**src/common/div_op_pkg.sv**
```systemverilog
package div_op_pkg;

    // ========================================
    // M-extension divide opcodes
    // ========================================

    typedef enum logic [1:0] {
        OP_DIV  = 2'b00,  // signed quotient, rounded toward zero.
        OP_DIVU = 2'b01,  // unsigned quotient of both operands.
        OP_REM  = 2'b10,  // signed remainder, sign of dividend.
        OP_REMU = 2'b11   // unsigned remainder of both operands.
    } div_op_e;

    // operands taken as two's complement.
    function automatic logic is_signed_op(div_op_e op);
        return (op == OP_DIV) || (op == OP_REM);
    endfunction

    // result is the remainder, not the quotient.
    function automatic logic is_rem_op(div_op_e op);
        return (op == OP_REM) || (op == OP_REMU);
    endfunction

endpackage

```
**src/common/div_core_pkg.sv**
```systemverilog
package div_core_pkg;

    // iterative divide engine states.
    typedef enum logic [1:0] {
        ST_IDLE,
        ST_DIVIDE,
        ST_END,
        ST_END_ERROR
    } div_core_state_e;

endpackage

```
**src/hdl/div_request_fifo.sv**
```systemverilog
`timescale 1ns/100ps

module div_request_fifo import div_op_pkg::*; #(
    parameter int XLEN       = 32,
    parameter int FIFO_DEPTH = 4
) (
    input  logic            clk,
    input  logic            rst_n,
    input  logic            push,
    input  div_op_e         push_op,
    input  logic [XLEN-1:0] push_a,
    input  logic [XLEN-1:0] push_b,
    input  logic            pop,
    output logic            full,
    output logic            empty,
    output div_op_e         head_op,
    output logic [XLEN-1:0] head_a,
    output logic [XLEN-1:0] head_b
);

    localparam int PTR_W = $clog2(FIFO_DEPTH);

    div_op_e         mem_op [0:FIFO_DEPTH-1];
    logic [XLEN-1:0] mem_a  [0:FIFO_DEPTH-1];
    logic [XLEN-1:0] mem_b  [0:FIFO_DEPTH-1];

    logic [PTR_W-1:0] wr_ptr;
    logic [PTR_W-1:0] rd_ptr;
    logic [PTR_W:0]   count;
    logic             do_push;
    logic             do_pop;

    assign full    = (count == FIFO_DEPTH);
    assign empty   = (count == 0);
    assign do_push = push && !full;   // strobe while full is lost.
    assign do_pop  = pop && !empty;

    // head entry, combinational.
    assign head_op = mem_op[rd_ptr];
    assign head_a  = mem_a[rd_ptr];
    assign head_b  = mem_b[rd_ptr];

    always_ff @(posedge clk or negedge rst_n) begin
        if (!rst_n) begin
            wr_ptr <= '0;
            rd_ptr <= '0;
            count  <= '0;
        end else begin
            if (do_push)
                wr_ptr <= wr_ptr + 1'b1;  // wraps, depth is a power of two.
            if (do_pop)
                rd_ptr <= rd_ptr + 1'b1;
            case ({do_push, do_pop})
                2'b10:   count <= count + 1'b1;
                2'b01:   count <= count - 1'b1;
                default: count <= count;
            endcase
        end
    end

    always_ff @(posedge clk) begin
        if (do_push) begin
            mem_op[wr_ptr] <= push_op;
            mem_a[wr_ptr]  <= push_a;
            mem_b[wr_ptr]  <= push_b;
        end
    end

endmodule

```
**src/divider/div_operand_prep.sv**
```systemverilog
`timescale 1ns/100ps

module div_operand_prep import div_op_pkg::*; #(
    parameter int XLEN = 32
) (
    input  logic            clk,
    input  logic            rst_n,
    input  logic            q_empty,
    input  div_op_e         q_op,
    input  logic [XLEN-1:0] q_a,
    input  logic [XLEN-1:0] q_b,
    input  logic            core_ready,
    output logic            q_pop,
    output logic            core_start,
    output logic [XLEN-1:0] core_dividend,
    output logic [XLEN-1:0] core_divisor,
    output div_op_e         op_hold,
    output logic            neg_quot,
    output logic            neg_rem
);

    logic op_signed;
    logic a_neg;
    logic b_neg;

    assign op_signed = is_signed_op(q_op);
    assign a_neg     = op_signed && q_a[XLEN-1];
    assign b_neg     = op_signed && q_b[XLEN-1];

    // ========================================
    // issue to the engine
    // ========================================

    assign core_start = core_ready && !q_empty;
    assign q_pop      = core_start;   // one request in flight at a time.

    // magnitudes; most negative value maps onto itself, read as unsigned.
    assign core_dividend = a_neg ? -q_a : q_a;
    assign core_divisor  = b_neg ? -q_b : q_b;

    // sign and opcode held until the engine answers.
    always_ff @(posedge clk or negedge rst_n) begin
        if (!rst_n) begin
            op_hold  <= OP_DIVU;
            neg_quot <= 1'b0;
            neg_rem  <= 1'b0;
        end else if (core_start) begin
            op_hold  <= q_op;
            neg_quot <= a_neg ^ b_neg;
            neg_rem  <= a_neg;   // remainder follows the dividend.
        end
    end

endmodule

```
**src/divider/div_unsigned_core.sv**
```systemverilog
`timescale 1ns/100ps

module div_unsigned_core import div_core_pkg::*; #(
    parameter int XLEN = 32
) (
    input  logic            clk,
    input  logic            rst_n,
    input  logic            start,
    input  logic [XLEN-1:0] dividend,
    input  logic [XLEN-1:0] divisor,
    output logic            ready,
    output logic            valid,
    output logic            error,
    output logic [XLEN-1:0] quotient,
    output logic [XLEN-1:0] remainder
);

    div_core_state_e state;

    logic [XLEN-1:0]   count;             // one-hot, current quotient bit.
    logic [2*XLEN-1:0] shifted_divisor;
    logic              can_sub;

    assign ready = (state == ST_IDLE);
    assign valid = (state == ST_END) || (state == ST_END_ERROR);
    assign error = (state == ST_END_ERROR);

    // full-width compare, upper divisor bits must not be dropped.
    assign can_sub = ({{XLEN{1'b0}}, remainder} >= shifted_divisor);

    // ========================================
    // control
    // ========================================

    always_ff @(posedge clk or negedge rst_n) begin
        if (!rst_n) begin
            state <= ST_IDLE;
        end else begin
            case (state)
                ST_IDLE: begin
                    if (start) begin
                        if (divisor == '0)
                            state <= ST_END_ERROR;
                        else if (divisor > dividend)
                            state <= ST_END;   // fast path, quotient zero.
                        else
                            state <= ST_DIVIDE;
                    end
                end
                ST_DIVIDE: begin
                    if (count[0])
                        state <= ST_END;   // last quotient bit done.
                end
                default: state <= ST_IDLE;
            endcase
        end
    end

    // ========================================
    // datapath
    // ========================================

    always_ff @(posedge clk) begin
        case (state)
            ST_IDLE: begin
                if (start) begin
                    remainder       <= dividend;
                    quotient        <= (divisor == '0) ? '1 : '0;
                    shifted_divisor <= {1'b0, divisor, {(XLEN-1){1'b0}}};
                    count           <= {1'b1, {(XLEN-1){1'b0}}};
                end
            end
            ST_DIVIDE: begin
                if (can_sub) begin
                    remainder <= remainder - shifted_divisor[XLEN-1:0];
                    quotient  <= quotient | count;
                end
                shifted_divisor <= shifted_divisor >> 1;
                count           <= count >> 1;
            end
            default: begin
                count <= count;
            end
        endcase
    end

endmodule

```
**src/divider/div_result_fixup.sv**
```systemverilog
`timescale 1ns/100ps

module div_result_fixup import div_op_pkg::*; #(
    parameter int XLEN = 32
) (
    input  logic            clk,
    input  logic            rst_n,
    input  logic            core_valid,
    input  logic            core_error,
    input  logic [XLEN-1:0] core_quotient,
    input  logic [XLEN-1:0] core_remainder,
    input  div_op_e         op_hold,
    input  logic            neg_quot,
    input  logic            neg_rem,
    output logic            resp_valid,
    output logic [XLEN-1:0] resp_data,
    output logic            resp_div_zero
);

    logic [XLEN-1:0] quot_fix;
    logic [XLEN-1:0] rem_fix;
    logic [XLEN-1:0] result;

    // divide by zero keeps the all-ones quotient unsigned.
    assign quot_fix = (neg_quot && !core_error) ? -core_quotient : core_quotient;

    // restores the original dividend on divide by zero too.
    assign rem_fix = neg_rem ? -core_remainder : core_remainder;

    assign result = is_rem_op(op_hold) ? rem_fix : quot_fix;

    // ========================================
    // response register
    // ========================================

    always_ff @(posedge clk or negedge rst_n) begin
        if (!rst_n)
            resp_valid <= 1'b0;
        else
            resp_valid <= core_valid;   // one strobe per engine result.
    end

    always_ff @(posedge clk) begin
        if (core_valid) begin
            resp_data     <= result;
            resp_div_zero <= core_error;
        end
    end

endmodule

```
**src/hdl/div_unit_top.sv**
```systemverilog
`timescale 1ns/100ps

module div_unit_top import div_op_pkg::*; #(
    parameter int XLEN       = 32,
    parameter int FIFO_DEPTH = 4
) (
    input  logic            clk,
    input  logic            rst_n,
    input  logic            req_valid,
    input  div_op_e         req_op,
    input  logic [XLEN-1:0] req_a,
    input  logic [XLEN-1:0] req_b,
    output logic            req_full,
    output logic            resp_valid,
    output logic [XLEN-1:0] resp_data,
    output logic            resp_div_zero
);

    // queue head.
    logic            q_empty;
    logic            q_pop;
    div_op_e         q_op;
    logic [XLEN-1:0] q_a;
    logic [XLEN-1:0] q_b;

    // engine.
    logic            core_start;
    logic            core_ready;
    logic            core_valid;
    logic            core_error;
    logic [XLEN-1:0] core_dividend;
    logic [XLEN-1:0] core_divisor;
    logic [XLEN-1:0] core_quotient;
    logic [XLEN-1:0] core_remainder;

    // held request info.
    div_op_e         op_hold;
    logic            neg_quot;
    logic            neg_rem;

    div_request_fifo #(
        .XLEN       (XLEN),
        .FIFO_DEPTH (FIFO_DEPTH)
    ) div_request_fifo_inst (
        .clk     (clk),
        .rst_n   (rst_n),
        .push    (req_valid),
        .push_op (req_op),
        .push_a  (req_a),
        .push_b  (req_b),
        .pop     (q_pop),
        .full    (req_full),
        .empty   (q_empty),
        .head_op (q_op),
        .head_a  (q_a),
        .head_b  (q_b)
    );

    div_operand_prep #(
        .XLEN (XLEN)
    ) div_operand_prep_inst (
        .clk           (clk),
        .rst_n         (rst_n),
        .q_empty       (q_empty),
        .q_op          (q_op),
        .q_a           (q_a),
        .q_b           (q_b),
        .core_ready    (core_ready),
        .q_pop         (q_pop),
        .core_start    (core_start),
        .core_dividend (core_dividend),
        .core_divisor  (core_divisor),
        .op_hold       (op_hold),
        .neg_quot      (neg_quot),
        .neg_rem       (neg_rem)
    );

    div_unsigned_core #(
        .XLEN (XLEN)
    ) div_unsigned_core_inst (
        .clk       (clk),
        .rst_n     (rst_n),
        .start     (core_start),
        .dividend  (core_dividend),
        .divisor   (core_divisor),
        .ready     (core_ready),
        .valid     (core_valid),
        .error     (core_error),
        .quotient  (core_quotient),
        .remainder (core_remainder)
    );

    div_result_fixup #(
        .XLEN (XLEN)
    ) div_result_fixup_inst (
        .clk            (clk),
        .rst_n          (rst_n),
        .core_valid     (core_valid),
        .core_error     (core_error),
        .core_quotient  (core_quotient),
        .core_remainder (core_remainder),
        .op_hold        (op_hold),
        .neg_quot       (neg_quot),
        .neg_rem        (neg_rem),
        .resp_valid     (resp_valid),
        .resp_data      (resp_data),
        .resp_div_zero  (resp_div_zero)
    );

endmodule

```
**config.mk**
```make
export PLATFORM = sky130hd
export DESIGN_NAME = div_unit_top
export DESIGN_NICKNAME = d
export VERILOG_FILES = /design/src/common/div_op_pkg.sv /design/src/common/div_core_pkg.sv /design/src/hdl/div_request_fifo.sv /design/src/divider/div_operand_prep.sv /design/src/divider/div_unsigned_core.sv /design/src/divider/div_result_fixup.sv /design/src/hdl/div_unit_top.sv
export SDC_FILE = /design/constraint.sdc
export NUM_CORES = 1
export LEC_CHECK = 0
export ABC_AREA = 1
export BUFFER_PORTS_ARGS = -buffer_cell sky130_fd_sc_hd__clkbuf_2
export CORE_AREA = 2 2 300 302
export CTS_CLUSTER_DIAMETER = 50
export DETAILED_ROUTE_END_ITERATION = 8
export DIE_AREA = 0 0 302 304
export GPL_TIMING_DRIVEN = 0
export HOLD_SLACK_MARGIN = 0.02
export PLACE_DENSITY_LB_ADDON = 0.08
export SLEW_MARGIN = 10
export SYNTH_ARGS = -nofsm -noshare
export SYNTH_HDL_FRONTEND = slang
export SYNTH_HIERARCHICAL = 1
export SYNTH_SLANG_ARGS = --single-unit
```
**constraint.sdc**
```tcl
create_clock -name clk -period 6.53 [get_ports clk]
set_input_delay 1.959 -clock clk [delete_from_list [all_inputs] [get_ports clk]]
set_output_delay 1.959 -clock clk [all_outputs]
set_load 0.05 [all_outputs]
```
==> results.md, run 1 <==
- Worst-path fanout max: 10
- GRT overflow: 0
- Die span in y: a little over 300 µm
- Crit path buf inv count: 7
- Synth warn: 6
- RSZ-0062 raised after global routing: false
- Worst path cell trace: buf_4 -> inv_2 -> buf_6 -> buf_4 -> o211ai_1 -> nand2_1 -> inv_1 -> ha_1 -> nand2_1 -> nor2_4 -> nand2_1 -> nand2_2 -> nand2_1 -> xor2_1 -> or2_1 -> nor4_1 -> nand3_1 -> clkinv_1 -> nand2_2 -> buf_6 -> nand2_1
- Critical Path Source Type: flip-flop
- Most frequent cells in the layout: nand2_1, edfxtp_1, inv_1
- Achievable clock frequency: 248 MHz
- Clk Latency, worst-skew pair: 0.62 ns
- Core footprint: roughly 90000 µm²
- Largest net degree at the start of global routing: 56
- CTS Hold Buffers Added: 0
- Setup Viol. Count Final: 0
- Area post-placement: a little under 30000 µm²
- Max Slew Vio Count: 0
- Crit-path leading delay family: simple AND/OR/NAND/NOR gates
- CTS resizes: 0
- Global-route wire length before repair: roughly 130000 µm
- H-Tree Level Count: 3
- Max-Cap Viols: 0
- Relative slew slack: 0.483
- Total Wirelength: approximately 85000 µm
- Via density: 4.69
- Crit end category: flip-flop
- Share of cells above drive strength 1: 0.138
- # IOs: about 100
- Hpwl dp: roughly 66000 µm
- Syn Nets: ~3100
- Row count: 110
- Drt wl/cell: 19.4 µm
- Skew final: ~0.029 ns
- Synthesized instance count: slightly below 3000
- CP Data Required Time: approximately 6.9 ns
- Total track usage: 0.186
- Register area: approximately 14000 µm²
- Crit path DAT: 4.39 ns
- Drt first pass iters: 8
- Setup Buffers After CTS: 0
- Die span in x: just over 300 µm
- Status: finished clean
- DRT iter0 DRCs: about 1300
- Clock tree from TritonCTS: built
- Post-Syn Area: 26400 µm²
- Tcrit/Tclk final: 0.617
- Worst-path clk slew: 0.06 ns
- Critical path class: reg -> reg
- Worst path slowest cell: xor2_1
- Design area: 31400 µm²
- Number of global-route vias before repair: approximately 20000
- Final Wtd Congestion: just under 0.9
- Diodes inserted: 0
- CP most frequent cell: nand2_1
- Nets: between 3000 and 4000
- # fillers: 9158
- Number of buffers created by CTS: 76
- Initial Utilization: 0.296
- Worst-Margin Slew: ~0.77 ns
- Final Hold Vio Count: 0
- Final ANT Viol Nets: 0
- Root buf cell: clkbuf_16
- R2R Setup Slk: around 2.5 ns
- Clock Sinks: ~470
- Initial antenna violation count: 3
- Worst path max stage delay: a little under 0.6 ns
- Area of the multi-input gates: 9960 µm²
- Worst hold-check path type: reg -> reg
- Die Area: approximately 92000 µm²
- Commonest non-fill, non-tap cell in the layout: nand2_1
- Area growth syn-to-layout: 19.0%
- Residual DRC: 0
- Max Buffers Root-to-Sink: 3
- I/O Buffers: roughly 100
- Final TNS setup: 0 ns
- Final min period: roughly 4.0 ns
- Via count: between 20000 and 25000
- Synthesized area per cell: roughly 8.9 µm²
sequential cells by signal, summed over array words and instances (netlist names), 3 cells and up:
signal,flops
div_unsigned_core_inst/count,32
div_request_fifo_inst/count,3
div_result_fixup_inst/resp_data,32
div_request_fifo_inst/mem_op,8
div_unsigned_core_inst/quotient,32
div_unsigned_core_inst/shifted_divisor,63
div_request_fifo_inst/mem_a,128
div_unsigned_core_inst/remainder,32
div_request_fifo_inst/mem_b,128
worst reg2reg max path, cell delays in order, from the launching register on:
cell and delay, ns:
dfrtp_1 0.37, buf_4 0.18, inv_2 0.11, buf_6 0.19, buf_4 0.23, o211ai_1 0.11
nand2_1 0.16, inv_1 0.07, ha_1 0.23, nand2_1 0.14, nor2_4 0.07, nand2_1 0.07
nand2_2 0.09, nand2_1 0.10, xor2_1 0.58, or2_1 0.19, nor4_1 0.05, nand3_1 0.22
clkinv_1 0.16, nand2_2 0.19, buf_6 0.19, nand2_1 0.07
metrics by stage:
step	utilization	hold WS [ns]	worst slack, ns	std cells
4_1_cts	0.353	0.478	2.43	4404
2_1_floorplan	-	0.446	1.17	2971
3_3_place_gp	0.319	0.468	-2.10	4250
3_5_place_dp	0.324	0.467	2.42	4266
5_1_grt	0.353	0.496	2.19	4404
6_report	0.353	0.475	2.50	4404
per-layer routing:
layer	wire length [µm]	vias to the layer above	global-route usage
met5	37	-	0
li1	-	10300	-
met1	39300	9881	0.250
met2	40900	407	0.313
met3	3450	105	0.0266
met4	1620	6	0.0496
cell type report:
| type | count | area share |
|---|---|---|
| Inverter | 464 | 0.0558 |
| Multi-Input combinational cell | 1945 | 0.317 |
| Buffer | 93 | 0.0226 |
| Sequential cell | 469 | 0.446 |
| Clock inverter | 50 | 0.0182 |
| Timing Repair Buffer | 119 | 0.0288 |
| Tap cell | 1176 | 0.0468 |
| Clock buffer | 88 | 0.0647 |
worst paths after layout:
path | cells past startpoint | start | to
max reg2reg | 21 | div_request_fifo_inst/rd_ptr[1]$_DFFE_PN0P_ | div_unsigned_core_inst/quotient[27]$_DFFE_PP_
max | 21 | div_request_fifo_inst/rd_ptr[1]$_DFFE_PN0P_ | div_unsigned_core_inst/quotient[27]$_DFFE_PP_
max in group asynchronous | 1 | rst_n | div_operand_prep_inst/op_hold[1]$_DFFE_PN0P_
min | 1 | div_request_fifo_inst/count[0]$_DFFE_PN0P_ | div_request_fifo_inst/count[0]$_DFFE_PN0P_
min reg2reg | 1 | div_request_fifo_inst/count[0]$_DFFE_PN0P_ | div_request_fifo_inst/count[0]$_DFFE_PN0P_
min in group asynchronous | 1 | rst_n | div_unsigned_core_inst/state[1]$_DFFE_PN0P_
Power of run 1 is not shown: default switching activity piles up to over one toggle a cycle in this logic, so the estimate is an artifact.
==> inputs of run 2 (changes only) <==
--- a/config.mk
+++ b/config.mk
@@ -5,12 +5,12 @@
 export SDC_FILE = /design/constraint.sdc
 export NUM_CORES = 1
 export LEC_CHECK = 0
-export ABC_AREA = 1
+export ABC_AREA = 0
 export BUFFER_PORTS_ARGS = -buffer_cell sky130_fd_sc_hd__clkbuf_2
-export CORE_AREA = 2 2 300 302
+export CORE_AREA = 2 2 285 287
 export CTS_CLUSTER_DIAMETER = 50
 export DETAILED_ROUTE_END_ITERATION = 8
-export DIE_AREA = 0 0 302 304
+export DIE_AREA = 0 0 287 289
 export GPL_TIMING_DRIVEN = 0
 export HOLD_SLACK_MARGIN = 0.02
 export PLACE_DENSITY_LB_ADDON = 0.08
==> constraint.sdc (replaced) <==
create_clock -name clk -period 4.2 [get_ports clk]
set_input_delay 1.26 -clock clk [delete_from_list [all_inputs] [get_ports clk]]
set_output_delay 1.26 -clock clk [all_outputs]
set_load 0.05 [all_outputs]
==> results.md, run 2 <==
- Syn Nets: 1957 (was 3115)
- Diodes inserted: 0 (unchanged)
- Setup Viol. Count Final: 33 (was 0)
- Nets: 2195 (was 3312)
- Gr busiest metal: met2 (unchanged)
- Worst-path fanout max: 10 (unchanged)
- # fillers: 7830 (was 9158)
- Hold_sp: div_unsigned_core_inst/count[0]$_SDFFCE_PN0P_ (was div_request_fifo_inst/count[0]$_DFFE_PN0P_)
- Global-route wire length before repair: 104000 µm (was 129000 µm)
- Drt first pass iters: 5 (was 8)
- # IOs: 104 (unchanged)
- Status: complete, but fails checks (was finished clean)
- Critical path class: reg -> reg (unchanged)
- Max Buffers Root-to-Sink: 3 (unchanged)
- Via count: 15600 (was 20700)
- Synth warn: 6 (unchanged)
- Die span in x: 287 µm (was 302 µm)
- Max-Cap Viols: 0 (unchanged)
- Most frequent cells in the layout: edfxtp_1, nand2_1, nor2_1 (was nand2_1, edfxtp_1, inv_1)
- Share of cells above drive strength 1: 0.239 (was 0.138)
- CP Data Required Time: 4.70 ns (was 6.89 ns)
- Global-route track usage on met1: 0.218 (was 0.250)
- Residual DRC: 0 (unchanged)
- Total Wirelength: 68900 µm (was 85300 µm)
- Clock tree from TritonCTS: built (unchanged)
- CTS Hold Buffers Added: 0 (unchanged)
- Crit Reg-Reg Endpoint: div_unsigned_core_inst/state[1]$_DFFE_PN0P_ (was div_unsigned_core_inst/quotient[27]$_DFFE_PP_)
- Synthesized area per cell: 13.1 µm² (was 8.88 µm²)
- Worst-path clk slew: 0.06 ns (about the same)
- Synthesized instance count: 1813 (was 2971)
- Failing checks: negative setup slack
- Largest regs: div_request_fifo_inst/mem_a: 128 flops, div_request_fifo_inst/mem_b: 128 flops, div_unsigned_core_inst/shifted_divisor: 63 flops (unchanged)
- Final min period: 4.44 ns (was 4.03 ns)
- Crit end category: flip-flop (unchanged)
- Clk Latency, worst-skew pair: 0.61 ns (was 0.62 ns)
- Final TNS setup: -4.08 ns (was 0 ns)
- I/O Buffers: 103 (unchanged)
- Number of buffers created by CTS: 72 (was 76)
- Crit path DAT: 4.94 ns (was 4.39 ns)
- DRT iter0 DRCs: 1036 (was 1338)
- Post-route setup slack: -0.237 ns (was 2.50 ns)
- Largest net degree at the start of global routing: 44 (was 56)
- Achievable clock frequency: 225 MHz (was 248 MHz)
- Root buf cell: clkbuf_16 (unchanged)
- Initial Utilization: 0.297 (was 0.296)
- Met2 usage: 0.285 (was 0.313)
- Post-Syn Area: 23800 µm² (was 26400 µm²)
- Row count: 104 (was 110)
- Worst hold-check path type: reg -> reg (unchanged)
- Cells on worst reg2reg path: 17 (was 21)
- Skew final: 0.0313 ns (was 0.0286 ns)
- Via density: 4.91 (was 4.69)
- Worst hold endpoint: div_unsigned_core_inst/state[1]$_DFFE_PN0P_ (was div_request_fifo_inst/count[0]$_DFFE_PN0P_)
- Core footprint: 79900 µm² (was 89000 µm²)
- Final Wtd Congestion: 0.815 (was 0.876)
- Worst-Margin Slew: 1.05 ns (was 0.773 ns)
- Hpwl dp: 50200 µm (was 66100 µm)
- Tcrit/Tclk final: 1.06 (was 0.617)
- Number of global-route vias before repair: 16200 (was 20400)
- RSZ-0062 raised after global routing: true (was false)
- Relative slew slack: 0.295 (was 0.483)
- Total track usage: 0.167 (was 0.186)
- Drt wl/cell: 21.8 µm (was 19.4 µm)
- GRT overflow: 0 (unchanged)
- Clock Sinks: 469 (unchanged)
- Final ANT Viol Nets: 0 (unchanged)
- GR Util met3: 0.0261 (was 0.0266)
- R2R Setup Slk: -0.24 ns (was 2.50 ns)
- H-Tree Level Count: 3 (unchanged)
- Max Slew Vio Count: 0 (unchanged)
- Area growth syn-to-layout: 23.2% (was 19.0%)
- Initial antenna violation count: 0 (was 3)
- Commonest non-fill, non-tap cell in the layout: edfxtp_1 (was nand2_1)
- Die span in y: 289 µm (was 304 µm)
- Worst R2R Start: div_request_fifo_inst/rd_ptr[0]$_DFFE_PN0P_ (was div_request_fifo_inst/rd_ptr[1]$_DFFE_PN0P_)
- Critical Path Source Type: flip-flop (unchanged)
- Hold depth: 1 (unchanged)
- Final Hold Vio Count: 0 (unchanged)
- Die Area: 82900 µm² (was 91800 µm²)
## run 2: changes by cell type in the layout (fill, tap and decap cells not counted), moves of 33 or more
cell	delta
o211ai_1	-115
nand3_1	-164
and2_1	+34
mux4_2	+66
nand2_1	-670
o21ai_0	-72
o31a_1	+33
inv_1	-353
nor2_1	-148
buf_4	+41
## run 2: layer usage
metal / vias up / part of all wire
met5: - / 0
met1: 7813 / 0.45
li1: 7349 / -
met4: 0 / 0.025
met2: 293 / 0.49
met3: 101 / 0.037
## run 2: layout make-up
cell class | instances | area [µm²] | share of cell area
flip-flops and latches | 469 | 14000 | 0.479
multi-input cells | 1159 | 9380 | 0.321
clock buffers | 86 | 1910 | 0.0652
well taps | 1060 | 1330 | 0.0453
repair buffers | 165 | 1220 | 0.0417
plain buffers | 84 | 572 | 0.0195
clock inverters | 44 | 468 | 0.0160
inverters | 100 | 375 | 0.0128
## run 2: what timing repair did
| action | in CTS | in global routing |
|---|---|---|
| setup buffers | 37 | 12 |
| cloned | 0 | 3 |
| resized for setup | 96 | 30 |
| pin swaps | 32 | 24 |
| endpoints found under the hold margin | 0 | 0 |
| setup endpoints to repair | 36 | 34 |
## run 2: how the worst max path moves through the flow
stage	start	to	slack, ns	cells past startpoint
floorplan	div_request_fifo_inst/rd_ptr[0]$_DFFE_PN0P_	div_unsigned_core_inst/state[1]$_DFFE_PN0P_	0.08	19
global placement	div_unsigned_core_inst/remainder[0]$_DFFE_PP_	div_unsigned_core_inst/remainder[15]$_DFFE_PP_	-1.54	10
detailed placement	div_request_fifo_inst/rd_ptr[1]$_DFFE_PN0P_	div_unsigned_core_inst/state[1]$_DFFE_PN0P_	-1.51	16
CTS	div_request_fifo_inst/rd_ptr[0]$_DFFE_PN0P_	div_unsigned_core_inst/state[1]$_DFFE_PN0P_	-0.25	16
global route	div_request_fifo_inst/rd_ptr[0]$_DFFE_PN0P_	div_unsigned_core_inst/state[1]$_DFFE_PN0P_	-0.42	16
finish	div_request_fifo_inst/rd_ptr[0]$_DFFE_PN0P_	div_unsigned_core_inst/state[1]$_DFFE_PN0P_	-0.24	17
## run 2: through the flow
step                 util  worst slack (ns)  hold slack [ns]  std cells  instance area (µm²)
CTS                 0.362            -0.252            0.521       3152                29000
floorplan               -            0.0757            0.458       1813                23800
global placement    0.320             -1.54            0.501       2976                25600
detailed placement  0.324             -1.51            0.509       2986                25900
finish              0.366            -0.237            0.515       3167                29300
global route        0.366            -0.421            0.551       3167                29300
## run 2: critical path, cell delays in order (launching register included)
cell      delay (ns)
dfrtp_1         0.34
buf_6           0.16
buf_12          0.13
buf_12          0.13
mux4_2          0.56
or4_4           0.58
nand2b_4        0.21
nor2_4          0.16
a21oi_1         0.12
xor2_2          0.36
ha_1            0.31
nand4_1         0.12
or2_2           0.14
nor2_2          0.04
o21a_1          0.13
nor4b_4         0.39
o221ai_2        0.20
a32o_1          0.24
Power of run 2 is left out for the same reason.
